===== src/verilog/scaler_ctrl_pkg.sv =====
package scaler_ctrl_pkg;

	////////////////////////////////////////////////////////////////////////////
	// Widths

	typedef logic [11:0] coord_t;

	// Bit 12 set means a direct size rather than a ratio
	typedef logic [12:0] ar_t;

	typedef logic [15:0] io_word_t;
	typedef logic [7:0]  cmd_t;

	////////////////////////////////////////////////////////////////////////////
	// Bundles

	typedef struct packed {
		logic     io_clk;
		logic     uio;
		io_word_t din;
	} host_bus_t;

	typedef struct packed {
		coord_t width;
		coord_t height;
		coord_t vset;
		coord_t hset;
		logic   freescale;
		ar_t    arc1x;
		ar_t    arc1y;
		ar_t    arc2x;
		ar_t    arc2y;
	} scale_cfg_t;

	typedef struct packed {
		coord_t hmin;
		coord_t hmax;
		coord_t vmin;
		coord_t vmax;
	} window_t;

	////////////////////////////////////////////////////////////////////////////
	// Host command codes

	localparam cmd_t CMD_CFG     = 8'h01;
	localparam cmd_t CMD_TIMING  = 8'h20;
	localparam cmd_t CMD_LED     = 8'h25;
	localparam cmd_t CMD_VOL     = 8'h26;
	localparam cmd_t CMD_VSET    = 8'h27;
	localparam cmd_t CMD_HSET    = 8'h37;
	localparam cmd_t CMD_ARC     = 8'h3A;
	localparam cmd_t CMD_READ_AR = 8'h40;

	localparam coord_t     DEF_WIDTH   = 12'd1920;
	localparam coord_t     DEF_HEIGHT  = 12'd1080;
	localparam logic [4:0] DEF_VOL_ATT = 5'b11111;

endpackage


===== src/verilog/ar_muldiv.sv =====
module ar_muldiv (
	input  logic                    clk_sys,
	input  logic                    resetd,
	input  logic                    i_start,
	input  scaler_ctrl_pkg::coord_t i_mul1,
	input  scaler_ctrl_pkg::coord_t i_mul2,
	input  scaler_ctrl_pkg::coord_t i_div,
	output logic                    o_busy,
	output scaler_ctrl_pkg::coord_t o_result
);

	scaler_ctrl_pkg::coord_t op_a;
	scaler_ctrl_pkg::coord_t op_b;
	scaler_ctrl_pkg::coord_t div_q;
	logic [4:0]              step;
	logic [23:0]             quo;
	logic [11:0]             rem;
	logic [12:0]             rem_shift;
	logic                    rem_ge;

	assign rem_shift = {rem, quo[23]};
	assign rem_ge    = rem_shift >= {1'b0, div_q};

	// Step 0 multiplies, steps 1 to 24 divide
	always_ff @(posedge clk_sys) begin
		if (resetd) begin
			o_busy <= 1'b0;
			step   <= '0;
		end else if (i_start) begin
			o_busy <= 1'b1;
			step   <= '0;
		end else if (o_busy) begin
			step <= step + 5'd1;
			if (step == 5'd24) begin
				o_busy <= 1'b0;
			end
		end
	end

	always_ff @(posedge clk_sys) begin
		if (i_start) begin
			op_a  <= i_mul1;
			op_b  <= i_mul2;
			div_q <= i_div;
		end else if (o_busy) begin
			if (step == 5'd0) begin
				quo <= op_a * op_b;
				rem <= '0;
			end else begin
				quo <= {quo[22:0], rem_ge};
				rem <= rem_ge ? 12'(rem_shift - {1'b0, div_q}) : rem_shift[11:0];
			end
		end
	end

	// Zero divisor leaves every quotient bit set
	assign o_result = quo[11:0];

endmodule


===== src/verilog/hps_cmd_decoder.sv =====
module hps_cmd_decoder (
	input  logic                        clk_sys,
	input  logic                        resetd,
	input  scaler_ctrl_pkg::host_bus_t  i_host,
	input  scaler_ctrl_pkg::coord_t     i_arx,
	input  scaler_ctrl_pkg::coord_t     i_ary,
	input  logic                        i_arxy,
	output logic                        o_io_ack,
	output scaler_ctrl_pkg::io_word_t   o_io_dout,
	output scaler_ctrl_pkg::scale_cfg_t o_cfg,
	output logic                        o_csync_en,
	output logic [7:0]                  o_led,
	output logic [4:0]                  o_vol_att
);

	scaler_ctrl_pkg::host_bus_t  host_s1;
	scaler_ctrl_pkg::host_bus_t  host_s2;
	scaler_ctrl_pkg::io_word_t   din;
	scaler_ctrl_pkg::cmd_t       cmd;
	scaler_ctrl_pkg::scale_cfg_t cfg;
	logic                        io_strobe;
	logic                        has_cmd;
	logic [7:0]                  word_cnt;
	logic [7:0]                  led_overtake;
	logic [7:0]                  led_state;

	////////////////////////////////////////////////////////////////////////////
	// Host port

	always_ff @(posedge clk_sys) begin
		if (resetd) begin
			host_s1  <= '0;
			host_s2  <= '0;
			o_io_ack <= 1'b0;
		end else begin
			host_s1  <= i_host;
			host_s2  <= host_s1;
			// Ack trails the synchronized clock by one cycle
			o_io_ack <= host_s2.io_clk;
		end
	end

	assign io_strobe = host_s2.io_clk & ~o_io_ack;
	assign din       = host_s2.din;

	////////////////////////////////////////////////////////////////////////////
	// Command and data words

	always_ff @(posedge clk_sys) begin
		if (resetd) begin
			has_cmd      <= 1'b0;
			cmd          <= '0;
			word_cnt     <= '0;
			o_io_dout    <= '0;
			o_csync_en   <= 1'b0;
			led_overtake <= '0;
			led_state    <= '0;
			o_vol_att    <= scaler_ctrl_pkg::DEF_VOL_ATT;
			cfg          <= '0;
			cfg.width    <= scaler_ctrl_pkg::DEF_WIDTH;
			cfg.height   <= scaler_ctrl_pkg::DEF_HEIGHT;
		end else if (!host_s2.uio) begin
			has_cmd   <= 1'b0;
			cmd       <= '0;
			o_io_dout <= '0;
		end else if (io_strobe) begin
			o_io_dout <= '0;
			if (!has_cmd) begin
				has_cmd  <= 1'b1;
				cmd      <= din[7:0];
				word_cnt <= '0;
				if (din[7:0] == scaler_ctrl_pkg::CMD_TIMING) begin
					o_io_dout <= 16'd3;
				end
			end else begin
				word_cnt <= word_cnt + 8'd1;
				case (cmd)
					scaler_ctrl_pkg::CMD_CFG: begin
						o_csync_en <= din[3];
					end
					scaler_ctrl_pkg::CMD_TIMING: begin
						// Only the active size is kept
						if (word_cnt == 8'd0) begin
							cfg.width <= din[11:0];
						end
						if (word_cnt == 8'd4) begin
							cfg.height <= din[11:0];
						end
					end
					scaler_ctrl_pkg::CMD_LED: begin
						led_overtake <= din[15:8];
						led_state    <= din[7:0];
					end
					scaler_ctrl_pkg::CMD_VOL: begin
						o_vol_att <= din[4:0];
					end
					scaler_ctrl_pkg::CMD_VSET: begin
						cfg.vset <= din[11:0];
					end
					scaler_ctrl_pkg::CMD_HSET: begin
						cfg.freescale <= din[15];
						cfg.hset      <= din[11:0];
					end
					scaler_ctrl_pkg::CMD_ARC: begin
						case (word_cnt)
							8'd0: cfg.arc1x <= din[12:0];
							8'd1: cfg.arc1y <= din[12:0];
							8'd2: cfg.arc2x <= din[12:0];
							8'd3: cfg.arc2y <= din[12:0];
							default: ;
						endcase
					end
					scaler_ctrl_pkg::CMD_READ_AR: begin
						if (word_cnt == 8'd0) begin
							o_io_dout <= {3'b000, i_arxy, i_arx};
						end
						if (word_cnt == 8'd1) begin
							o_io_dout <= {3'b000, i_arxy, i_ary};
						end
					end
					default: ;
				endcase
			end
		end
	end

	assign o_cfg = cfg;
	assign o_led = led_overtake & led_state;

endmodule


===== src/verilog/video_window_calc.sv =====
module video_window_calc (
	input  logic                        clk_sys,
	input  logic                        resetd,
	input  scaler_ctrl_pkg::scale_cfg_t i_cfg,
	input  scaler_ctrl_pkg::ar_t        i_video_arx,
	input  scaler_ctrl_pkg::ar_t        i_video_ary,
	output scaler_ctrl_pkg::window_t    o_window,
	output scaler_ctrl_pkg::coord_t     o_arx,
	output scaler_ctrl_pkg::coord_t     o_ary,
	output logic                        o_arxy
);

	typedef enum logic [2:0] {
		S_DECIDE,
		S_MUL_W,
		S_WAIT_W,
		S_MUL_H,
		S_WAIT_H,
		S_CLAMP,
		S_CENTER
	} state_t;

	state_t                  state;
	scaler_ctrl_pkg::coord_t out_w;
	scaler_ctrl_pkg::coord_t out_h;
	scaler_ctrl_pkg::coord_t wcalc;
	scaler_ctrl_pkg::coord_t hcalc;
	scaler_ctrl_pkg::coord_t video_w;
	scaler_ctrl_pkg::coord_t video_h;
	scaler_ctrl_pkg::coord_t h_off;
	scaler_ctrl_pkg::coord_t v_off;
	scaler_ctrl_pkg::coord_t md_mul1;
	scaler_ctrl_pkg::coord_t md_mul2;
	scaler_ctrl_pkg::coord_t md_div;
	scaler_ctrl_pkg::coord_t md_res;
	logic                    md_start;
	logic                    md_busy;

	ar_muldiv u_muldiv (
		.clk_sys  (clk_sys),
		.resetd   (resetd),
		.i_start  (md_start),
		.i_mul1   (md_mul1),
		.i_mul2   (md_mul2),
		.i_div    (md_div),
		.o_busy   (md_busy),
		.o_result (md_res)
	);

	////////////////////////////////////////////////////////////////////////////
	// Output size limits and aspect source

	always_ff @(posedge clk_sys) begin
		out_w <= (i_cfg.hset != '0 && i_cfg.hset < i_cfg.width) ? i_cfg.hset : i_cfg.width;
		out_h <= (i_cfg.vset != '0 && i_cfg.vset < i_cfg.height) ? i_cfg.vset : i_cfg.height;

		if (i_video_ary != '0) begin
			o_arx  <= i_video_arx[11:0];
			o_ary  <= i_video_ary[11:0];
			o_arxy <= i_video_arx[12] | i_video_ary[12];
		end else if (i_video_arx == 13'd1) begin
			o_arx  <= i_cfg.arc1x[11:0];
			o_ary  <= i_cfg.arc1y[11:0];
			o_arxy <= i_cfg.arc1x[12] | i_cfg.arc1y[12];
		end else if (i_video_arx == 13'd2) begin
			o_arx  <= i_cfg.arc2x[11:0];
			o_ary  <= i_cfg.arc2y[11:0];
			o_arxy <= i_cfg.arc2x[12] | i_cfg.arc2y[12];
		end else begin
			o_arx  <= '0;
			o_ary  <= '0;
			o_arxy <= 1'b0;
		end
	end

	assign h_off = 12'(i_cfg.width - video_w) >> 1;
	assign v_off = 12'(i_cfg.height - video_h) >> 1;

	////////////////////////////////////////////////////////////////////////////
	// Window FSM, runs continuously

	always_ff @(posedge clk_sys) begin
		if (resetd) begin
			state         <= S_DECIDE;
			md_start      <= 1'b0;
			o_window.hmin <= '0;
			o_window.hmax <= scaler_ctrl_pkg::DEF_WIDTH - 12'd1;
			o_window.vmin <= '0;
			o_window.vmax <= scaler_ctrl_pkg::DEF_HEIGHT - 12'd1;
		end else begin
			md_start <= 1'b0;
			case (state)
				S_DECIDE: begin
					if (i_cfg.freescale || o_arx == '0 || o_ary == '0) begin
						wcalc <= out_w;
						hcalc <= out_h;
						state <= S_CLAMP;
					end else if (o_arxy) begin
						wcalc <= o_arx;
						hcalc <= o_ary;
						state <= S_CLAMP;
					end else begin
						state <= S_MUL_W;
					end
				end
				S_MUL_W: begin
					md_mul1  <= out_h;
					md_mul2  <= o_arx;
					md_div   <= o_ary;
					md_start <= 1'b1;
					state    <= S_WAIT_W;
				end
				S_WAIT_W: begin
					wcalc <= md_res;
					if (!(md_start || md_busy)) begin
						state <= S_MUL_H;
					end
				end
				S_MUL_H: begin
					md_mul1  <= out_w;
					md_mul2  <= o_ary;
					md_div   <= o_arx;
					md_start <= 1'b1;
					state    <= S_WAIT_H;
				end
				S_WAIT_H: begin
					hcalc <= md_res;
					if (!(md_start || md_busy)) begin
						state <= S_CLAMP;
					end
				end
				S_CLAMP: begin
					video_w <= (wcalc > out_w) ? out_w : wcalc;
					video_h <= (hcalc > out_h) ? out_h : hcalc;
					state   <= S_CENTER;
				end
				S_CENTER: begin
					o_window.hmin <= h_off;
					o_window.hmax <= h_off + video_w - 12'd1;
					o_window.vmin <= v_off;
					o_window.vmax <= v_off + video_h - 12'd1;
					state         <= S_DECIDE;
				end
				default: state <= S_DECIDE;
			endcase
		end
	end

endmodule


===== src/verilog/sync_polarity_fix.sv =====
module sync_polarity_fix #(
	parameter int CNT_W = 16
) (
	input  logic clk_sys,
	input  logic resetd,
	input  logic i_sync,
	output logic o_sync
);

	logic             sync_s1;
	logic             sync_s2;
	logic [CNT_W-1:0] cnt;
	logic [CNT_W-1:0] high_len;
	logic [CNT_W-1:0] low_len;
	logic             invert;

	always_ff @(posedge clk_sys) begin
		if (resetd) begin
			sync_s1  <= 1'b0;
			sync_s2  <= 1'b0;
			cnt      <= '0;
			high_len <= '0;
			low_len  <= '0;
			invert   <= 1'b0;
		end else begin
			sync_s1 <= i_sync;
			sync_s2 <= sync_s1;
			if (sync_s1 != sync_s2) begin
				// Phase now ending is the one held in sync_s2
				cnt <= '0;
				if (sync_s2) begin
					high_len <= cnt;
				end else begin
					low_len <= cnt;
				end
			end else if (~&cnt) begin
				cnt <= cnt + 1'b1;
			end
			invert <= high_len > low_len;
		end
	end

	assign o_sync = sync_s2 ^ invert;

endmodule


===== src/verilog/csync_gen.sv =====
module csync_gen #(
	parameter int CNT_W = 16
) (
	input  logic clk_sys,
	input  logic resetd,
	input  logic i_hs,
	input  logic i_vs,
	output logic o_csync
);

	logic             hs_d;
	logic             csync_hs;
	logic             csync_vs;
	logic [CNT_W-1:0] h_cnt;
	logic [CNT_W-1:0] line_len;
	logic [CNT_W-1:0] hs_len;

	always_ff @(posedge clk_sys) begin
		if (resetd) begin
			hs_d     <= 1'b0;
			csync_hs <= 1'b0;
			csync_vs <= 1'b0;
			h_cnt    <= '0;
			line_len <= '0;
			hs_len   <= '0;
		end else begin
			hs_d     <= i_hs;
			csync_vs <= i_vs;

			// Line length minus pulse, and pulse length
			if (hs_d != i_hs) begin
				h_cnt <= '0;
				if (i_hs) begin
					line_len <= h_cnt - hs_len;
				end else begin
					hs_len <= h_cnt;
				end
			end else begin
				h_cnt <= h_cnt + 1'b1;
			end

			// In vsync the pulse moves to the end of the line
			if (!i_vs) begin
				csync_hs <= i_hs;
			end else if (!hs_d && i_hs) begin
				csync_hs <= 1'b0;
			end else if (h_cnt == line_len) begin
				csync_hs <= 1'b1;
			end
		end
	end

	assign o_csync = csync_hs ^ csync_vs;

endmodule


===== src/verilog/scaler_ctrl_top.sv =====
module scaler_ctrl_top #(
	parameter int SYNC_CNT_W = 16
) (
	input  logic                       clk_sys,
	input  logic                       resetd,
	input  scaler_ctrl_pkg::host_bus_t i_host,
	input  scaler_ctrl_pkg::ar_t       i_video_arx,
	input  scaler_ctrl_pkg::ar_t       i_video_ary,
	input  logic                       i_vid_hs,
	input  logic                       i_vid_vs,
	output logic                       o_io_ack,
	output scaler_ctrl_pkg::io_word_t  o_io_dout,
	output logic [7:0]                 o_led,
	output logic [4:0]                 o_vol_att,
	output scaler_ctrl_pkg::window_t   o_window,
	output logic                       o_vga_hs,
	output logic                       o_vga_vs,
	output logic                       o_csync
);

	scaler_ctrl_pkg::scale_cfg_t cfg;
	scaler_ctrl_pkg::coord_t     arx;
	scaler_ctrl_pkg::coord_t     ary;
	logic                        arxy;
	logic                        csync_en;
	logic                        hs_fix;
	logic                        vs_fix;

	hps_cmd_decoder u_decoder (
		.clk_sys    (clk_sys),
		.resetd     (resetd),
		.i_host     (i_host),
		.i_arx      (arx),
		.i_ary      (ary),
		.i_arxy     (arxy),
		.o_io_ack   (o_io_ack),
		.o_io_dout  (o_io_dout),
		.o_cfg      (cfg),
		.o_csync_en (csync_en),
		.o_led      (o_led),
		.o_vol_att  (o_vol_att)
	);

	video_window_calc u_window (
		.clk_sys     (clk_sys),
		.resetd      (resetd),
		.i_cfg       (cfg),
		.i_video_arx (i_video_arx),
		.i_video_ary (i_video_ary),
		.o_window    (o_window),
		.o_arx       (arx),
		.o_ary       (ary),
		.o_arxy      (arxy)
	);

	////////////////////////////////////////////////////////////////////////////
	// Analog sync path

	sync_polarity_fix #(.CNT_W(SYNC_CNT_W)) u_hs_fix (
		.clk_sys (clk_sys),
		.resetd  (resetd),
		.i_sync  (i_vid_hs),
		.o_sync  (hs_fix)
	);

	sync_polarity_fix #(.CNT_W(SYNC_CNT_W)) u_vs_fix (
		.clk_sys (clk_sys),
		.resetd  (resetd),
		.i_sync  (i_vid_vs),
		.o_sync  (vs_fix)
	);

	csync_gen #(.CNT_W(SYNC_CNT_W)) u_csync (
		.clk_sys (clk_sys),
		.resetd  (resetd),
		.i_hs    (hs_fix),
		.i_vs    (vs_fix),
		.o_csync (o_csync)
	);

	assign o_vga_hs = csync_en ? o_csync : hs_fix;
	assign o_vga_vs = vs_fix;

endmodule


===== config.mk =====
export PLATFORM = sky130hd
export DESIGN_NAME = scaler_ctrl_top
export DESIGN_NICKNAME = d
export VERILOG_FILES = /design/src/verilog/scaler_ctrl_pkg.sv /design/src/verilog/ar_muldiv.sv /design/src/verilog/hps_cmd_decoder.sv /design/src/verilog/video_window_calc.sv /design/src/verilog/sync_polarity_fix.sv /design/src/verilog/csync_gen.sv /design/src/verilog/scaler_ctrl_top.sv
export SDC_FILE = /design/constraint.sdc
export NUM_CORES = 2
export LEC_CHECK = 0
export BUFFER_PORTS_ARGS = -buffer_cell sky130_fd_sc_hd__buf_2
export CAP_MARGIN = 20
export CORE_UTILIZATION = 63
export CTS_CLUSTER_SIZE = 12
export DETAILED_ROUTE_END_ITERATION = 10
export PLACE_DENSITY = 0.89
export SKIP_LAST_GASP = 1
export SYNTH_ARGS = -nofsm -noshare
export SYNTH_HDL_FRONTEND = slang
export SYNTH_SLANG_ARGS = --single-unit
export TNS_END_PERCENT = 10

===== constraint.sdc =====
create_clock -name clk_sys -period 7.35 [get_ports clk_sys]
set_clock_uncertainty 0.2 [all_clocks]
set_input_delay 0 -clock clk_sys [delete_from_list [all_inputs] [get_ports clk_sys]]
set_output_delay 0 -clock clk_sys [all_outputs]
set_load 0.02 [all_outputs]

[Word-level counts from Yosys, hierarchy flattened]
Index checks and enable logic that the tools add are counted.
Word-level totals
  flip-flop bits (word level): 607
  bits of input ports: 48
  word-level logic and storage cells: 228
Cells by class
  add/subtract/negate cells: 13
  $mul: 1
  magnitude comparators: 7
  equality and inequality tests: 30
  multiplexer cells: 43
  bitwise logic cells: 16
  reductions and logical operators: 51
Operators by type and width (count)
  12-bit 2-to-1 mux: 15
  12-bit case mux with 2 select lines: 5
  8-bit by 6-bit equality test with 1-bit output (second input constant): 7
  16-bit by 1-bit adder with 16-bit output (second input constant): 3
  12-bit subtractor: 3
  16-bit > comparator: 2
  16-bit 2-to-1 mux: 2
  16-bit AND reduction: 2
  5-bit AND reduction: 6
  13-bit 2-to-1 mux: 2
  11-bit by 12-bit adder with 12-bit output: 2
  12-bit > comparator: 2
  12-bit logical NOT: 2
  12-bit < comparator: 2
  12-bit by 12-bit multiplier with 24-bit output: 1
  24-bit 2-to-1 mux: 1
  2-bit AND reduction: 12
  12-bit nonzero test: 2
  12-bit by 1-bit subtractor with 12-bit output (second input constant): 2
  4-bit AND reduction: 5
  3-bit case mux with 6 select lines: 1
  16-bit equality test: 1
  8-bit by 1-bit equality test with 1-bit output (second input constant): 2
  8-bit by 2-bit equality test with 1-bit output (second input constant): 2
  other kinds (35): 77

[Depth between registers and ports, before layout]
  depth in word-level cells: 5
  mapped depth: 21
  gate-level depth less buffers: 19

[Cells and area by module]
Synthesis repeated with hierarchy kept, for this count alone.
Unflattened totals
  cells, all modules: 3606
  area, all modules: 34633.2 µm²
Modules (own cells, without submodules)
  video_window_calc: instances 1, cells an instance 1153, area each 11041.8 µm²
  ar_muldiv: instances 1, cells an instance 876, area each 8464.4 µm²
  hps_cmd_decoder: instances 1, cells an instance 716, area each 7274.5 µm²
  sync_polarity_fix: instances 2, cells an instance 263, area each 2489.9 µm²
  csync_gen: instances 1, cells an instance 334, area each 2857.7 µm²
  scaler_ctrl_top: instances 1, cells an instance 1, area each 15.0 µm²

[Worst setup path before layout]
No wires, ideal clock.
  path kind: register to register
  from: reg u_window.u_muldiv.op_a[3]
  to: reg u_window.u_muldiv.quo[23], data pin
  arrival time: 4.954 ns
  path slack: 1.929 ns
  cell stages (with the launch flop): 18
  buffers on the path: 2
  period minus slack after synthesis: 5.421 ns
  cells stage by stage: edfxtp_1 -> clkbuf_1 -> and2_1 -> fa_1 -> fa_1 -> fa_1 -> fa_1 -> inv_1 -> fa_1 -> inv_1 -> ha_1 -> clkbuf_1 -> nand3_1 -> or3_1 -> o211a_1 -> o21ai_0 -> xnor2_1 -> o21ai_0
Between the ends
  word-level cells in the longest chain between the ends: 2
RTL lines
  start, declared: RTL line ar_muldiv.sv:12  | scaler_ctrl_pkg::coord_t op_a;
  start signal, assigned: RTL line ar_muldiv.sv:42  | op_a <= i_mul1;
  12-bit by 12-bit multiplier with 24-bit output: RTL line ar_muldiv.sv:47  | quo <= op_a * op_b;
  24-bit 2-to-1 mux: RTL line ar_muldiv.sv:46  | if (step == 5'd0) begin
  end signal, assigned: RTL line ar_muldiv.sv:47
  end signal, assigned: RTL line ar_muldiv.sv:50  | quo <= {quo[22:0], rem_ge};
  end, declared: RTL line ar_muldiv.sv:16  | logic [23:0] quo;
No other way between the ends.
A chain may end at the register's enable or synchronous reset.

[Worst setup path in the final report]
  from: reg u_window.u_muldiv.op_b[3]
  to: reg u_window.u_muldiv.quo[15], data pin
Between the ends
  word-level cells in the longest chain between the ends: 2
RTL lines
  start, declared: RTL line ar_muldiv.sv:13  | scaler_ctrl_pkg::coord_t op_b;
  start signal, assigned: RTL line ar_muldiv.sv:43  | op_b <= i_mul2;
  12-bit by 12-bit multiplier with 24-bit output: RTL line ar_muldiv.sv:47
  24-bit 2-to-1 mux: RTL line ar_muldiv.sv:46
No other way between the ends.

==> metrics.csv <==
metric,value,unit
CTS sink cnt,604,
worst r2r src,u_window.u_muldiv.op_b[3],
"Core Util, Final",72.0,%
setup TNS,0,ps
Netlist cell types,75,
Max-cap violations,0,
synthesized flop and latch total,604,
drt first pass iters,8,
largest net degree at the start of global routing,125,
CTS Buf Count,61,
CP Cell Sequence,and2_1 > fa_1 > ha_1 > fa_1 > inv_1 > fa_1 > fa_1 > inv_1 > ha_1 > o21ai_0 > nor2_1 > o31ai_1 > o21ai_0 > a221o_1 > xnor2_1 > o21ai_0,
max_slew headroom,23.5,%
DRT antenna net count,0,
status,completed,
Setup CP Type,reg2reg,
first-pass GRT wire length,137,mm
min cycle time layout,6020,ps
required time at the worst-slack endpoint,7520,ps
"CP delay by family, top",adder cells,
clk buf depth,3,
Placed Cells,4105,
Final Total Pwr,9.12,mW
Fmax,166,MHz
vias in the first global route,26200,
FF-to-FF End,u_window.u_muldiv.quo[15],
clk slew on worst S/H paths,60,ps
WP depth,16,
"Max FO, Critical Path",12,
r2r setup slk,1330,ps
CP startpoint kind,flip-flop,
Post-synth ARST share,0,%
Setup crit end,u_window.u_muldiv.quo[15],
row count,83,
"Clk Latency, worst-skew pair",670,ps
Via density,6.05,
"EDFF count, synth",156,
routed via count,26200,
Main synth FF type,dfxtp_1,
post-synthesis cell area,33100,um2
CTS tree,yes,
Leak,15.7,nW
GRT Total Usage,32.4,%
RSZ-0062 raised after global routing,false,
Pwr Density,245,nW/um2
Worst Setup End Kind,flip-flop,
Fin. Hold Viols,0,
core region area,51600,um2
root buffer cell,clkbuf_16,
final hold slack,48.1,ps
Buffers & Inverters on Critical Path,2,
DIE AREA,53400,um2
final number of setup-violating endpoints,0,
IO Count,129,
worst min path class,in2reg,
Final Cycle Share,81.9,%
DR WL/cell,20.1,um
Worst Tran Pin Value,1150,ps
Max Slew Vio Count,0,
register area share after synthesis,41.3,%
nets,4003,
Worst EP arrival,6190,ps
DRT iter0 DRCs,2448,
share of cells above drive strength 1,9.36,%
DP Worst Slack,1510,ps
H-tree depth,2,
gpl congestion,0.929,
placed cell area,34100,um2
Mapped Cells,3445,
Non-Filler Instances,4325,
aggregate global routing overflow,0,
post-route cell area,37200,um2
most frequent CP cell,fa_1,
Crit-path slowest cell,o31ai_1,
DR DRC count,0,
antenna violations before repair,1,
setup ws final,1330,ps
Syn Area/Cell,9.60,um2
crit path from,u_window.u_muldiv.op_b[3],
Max IR drop VDD,0.000295,V
dpl hpwl,57.3,mm
port bufs,123,
initial core utilization,64.1,%
Die Ht,231,um
YS warnings,0,
CP max stage delay,690,ps
Die W,231,um
antenna cells,0,
WL final,86.9,mm
R2R cell count,16,
area grow syn2layout,12.4,%
[cell usage in the layout (no fill, tap or decap), drive strengths merged, types with 29 or more instances in the layout]
cell type      n
dlygate4sd3  113
clkbuf        92
nor3          33
nand3         74
o21ai        138
nand4         31
xor2          81
nor2b         65
a21o          46
nand2        321
mux2          74
dfxtp        448
a21oi        140
mux2i        204
fa           106
and2          74
ha           244
nor2         335
inv          336
edfxtp       156
buf          147
nor4          29
xnor2         52
a22oi         37
[timing repair]
item                                    in CTS  in global routing
buffers inserted                             0                  0
hold buffers                               113                  0
endpoints found under the setup margin       0                  0
resized for setup                            0                  0
endpoints found under the hold margin      161                  0
[cell families (layout without fill, tap and decap cells)]
logic type | Yosys count | after routing | synth area share [%]
flops | 604 | 604 | 41.3
other cells | 1 | 5 | 0.0113
simple gates | 1044 | 1044 | 14.7
compound gates | 534 | 534 | 10.2
buf+inv | 501 | 697 | 5.90
mux | 278 | 278 | 8.70
fa+ha+maj | 350 | 350 | 15.7
xor+xnor | 133 | 133 | 3.52
[Yosys cell counts, types with 29 or more instances]
master | instances | area share [%]
nor2_1 | 333 | 3.8
and2_1 | 74 | 1.4
a22oi_1 | 37 | 0.84
o21ai_0 | 137 | 2.1
xor2_1 | 81 | 2.1
edfxtp_1 | 156 | 14
nand2_1 | 318 | 3.6
nor3_1 | 30 | 0.45
xnor2_1 | 52 | 1.4
fa_1 | 106 | 6.4
mux2i_1 | 204 | 6.2
ha_1 | 244 | 9.2
dfxtp_1 | 448 | 27
clkbuf_1 | 138 | 1.6
nor4_1 | 29 | 0.55
nor2b_1 | 65 | 1.2
nand3_1 | 73 | 1.1
a21o_1 | 46 | 1.0
mux2_2 | 74 | 2.5
a21oi_1 | 140 | 2.1
inv_1 | 332 | 3.8
nand4_1 | 31 | 0.59
[flip-flops by register name, summed over array words and instances, names as in the netlist, 16 cells and up]
signal / flops
u_decoder.o_cfg: 101
u_window.o_window: 46
u_window.u_muldiv.quo: 24
u_decoder.host_s1: 18
u_csync.h_cnt: 16
u_csync.hs_len: 16
u_csync.line_len: 16
u_decoder.din: 16
u_hs_fix.cnt: 16
u_hs_fix.high_len: 16
u_hs_fix.low_len: 16
u_vs_fix.cnt: 16
u_vs_fix.high_len: 16
u_vs_fix.low_len: 16
[layout make-up]
cell class,count,area (um2)
repair buffers,261,1970
clock inverters,12,163
flip-flops and latches,604,13700
clock buffers,91,1750
well taps,680,851
inverters,333,1250
multi-input cells,2344,17500
fillers,3216,14400
[worst min-delay path by stage]
stage / start / endpoint / cells after the start
finish: i_video_arx[1] / u_window.o_arx[1] / 4
global route: i_video_arx[1] / u_window.o_arx[1] / 4
CTS: i_video_arx[1] / u_window.o_arx[1] / 4
detailed placement: i_host[6] / u_decoder.host_s1[6] / 2
global placement: i_video_ary[10] / u_window.o_ary[10] / 2
floorplan: i_video_ary[0] / u_window.o_ary[0] / 1
[power breakdown]
part,switching (mW),internal [mW],total [mW],leakage (nW)
Combinational,1.35,0.963,2.32,9.73
Sequential,0.141,3.62,3.76,5.06
Clock,1.33,1.71,3.04,0.935
[metal layers]
metal	vias to the layer above	track usage [%]	part of all wire, %
met2	1203	55.0	48
met4	2	18.3	5.8
li1	12000	-	-
met5	-	0	0.016
met3	351	6.30	8.0
met1	12600	38.4	38
[worst min-delay path: stages]
cell	delay, ps
dlygate4sd3_1	520
buf_2	150
nand2_1	80
o21ai_0	100
(Power assumes the default switching activity.)
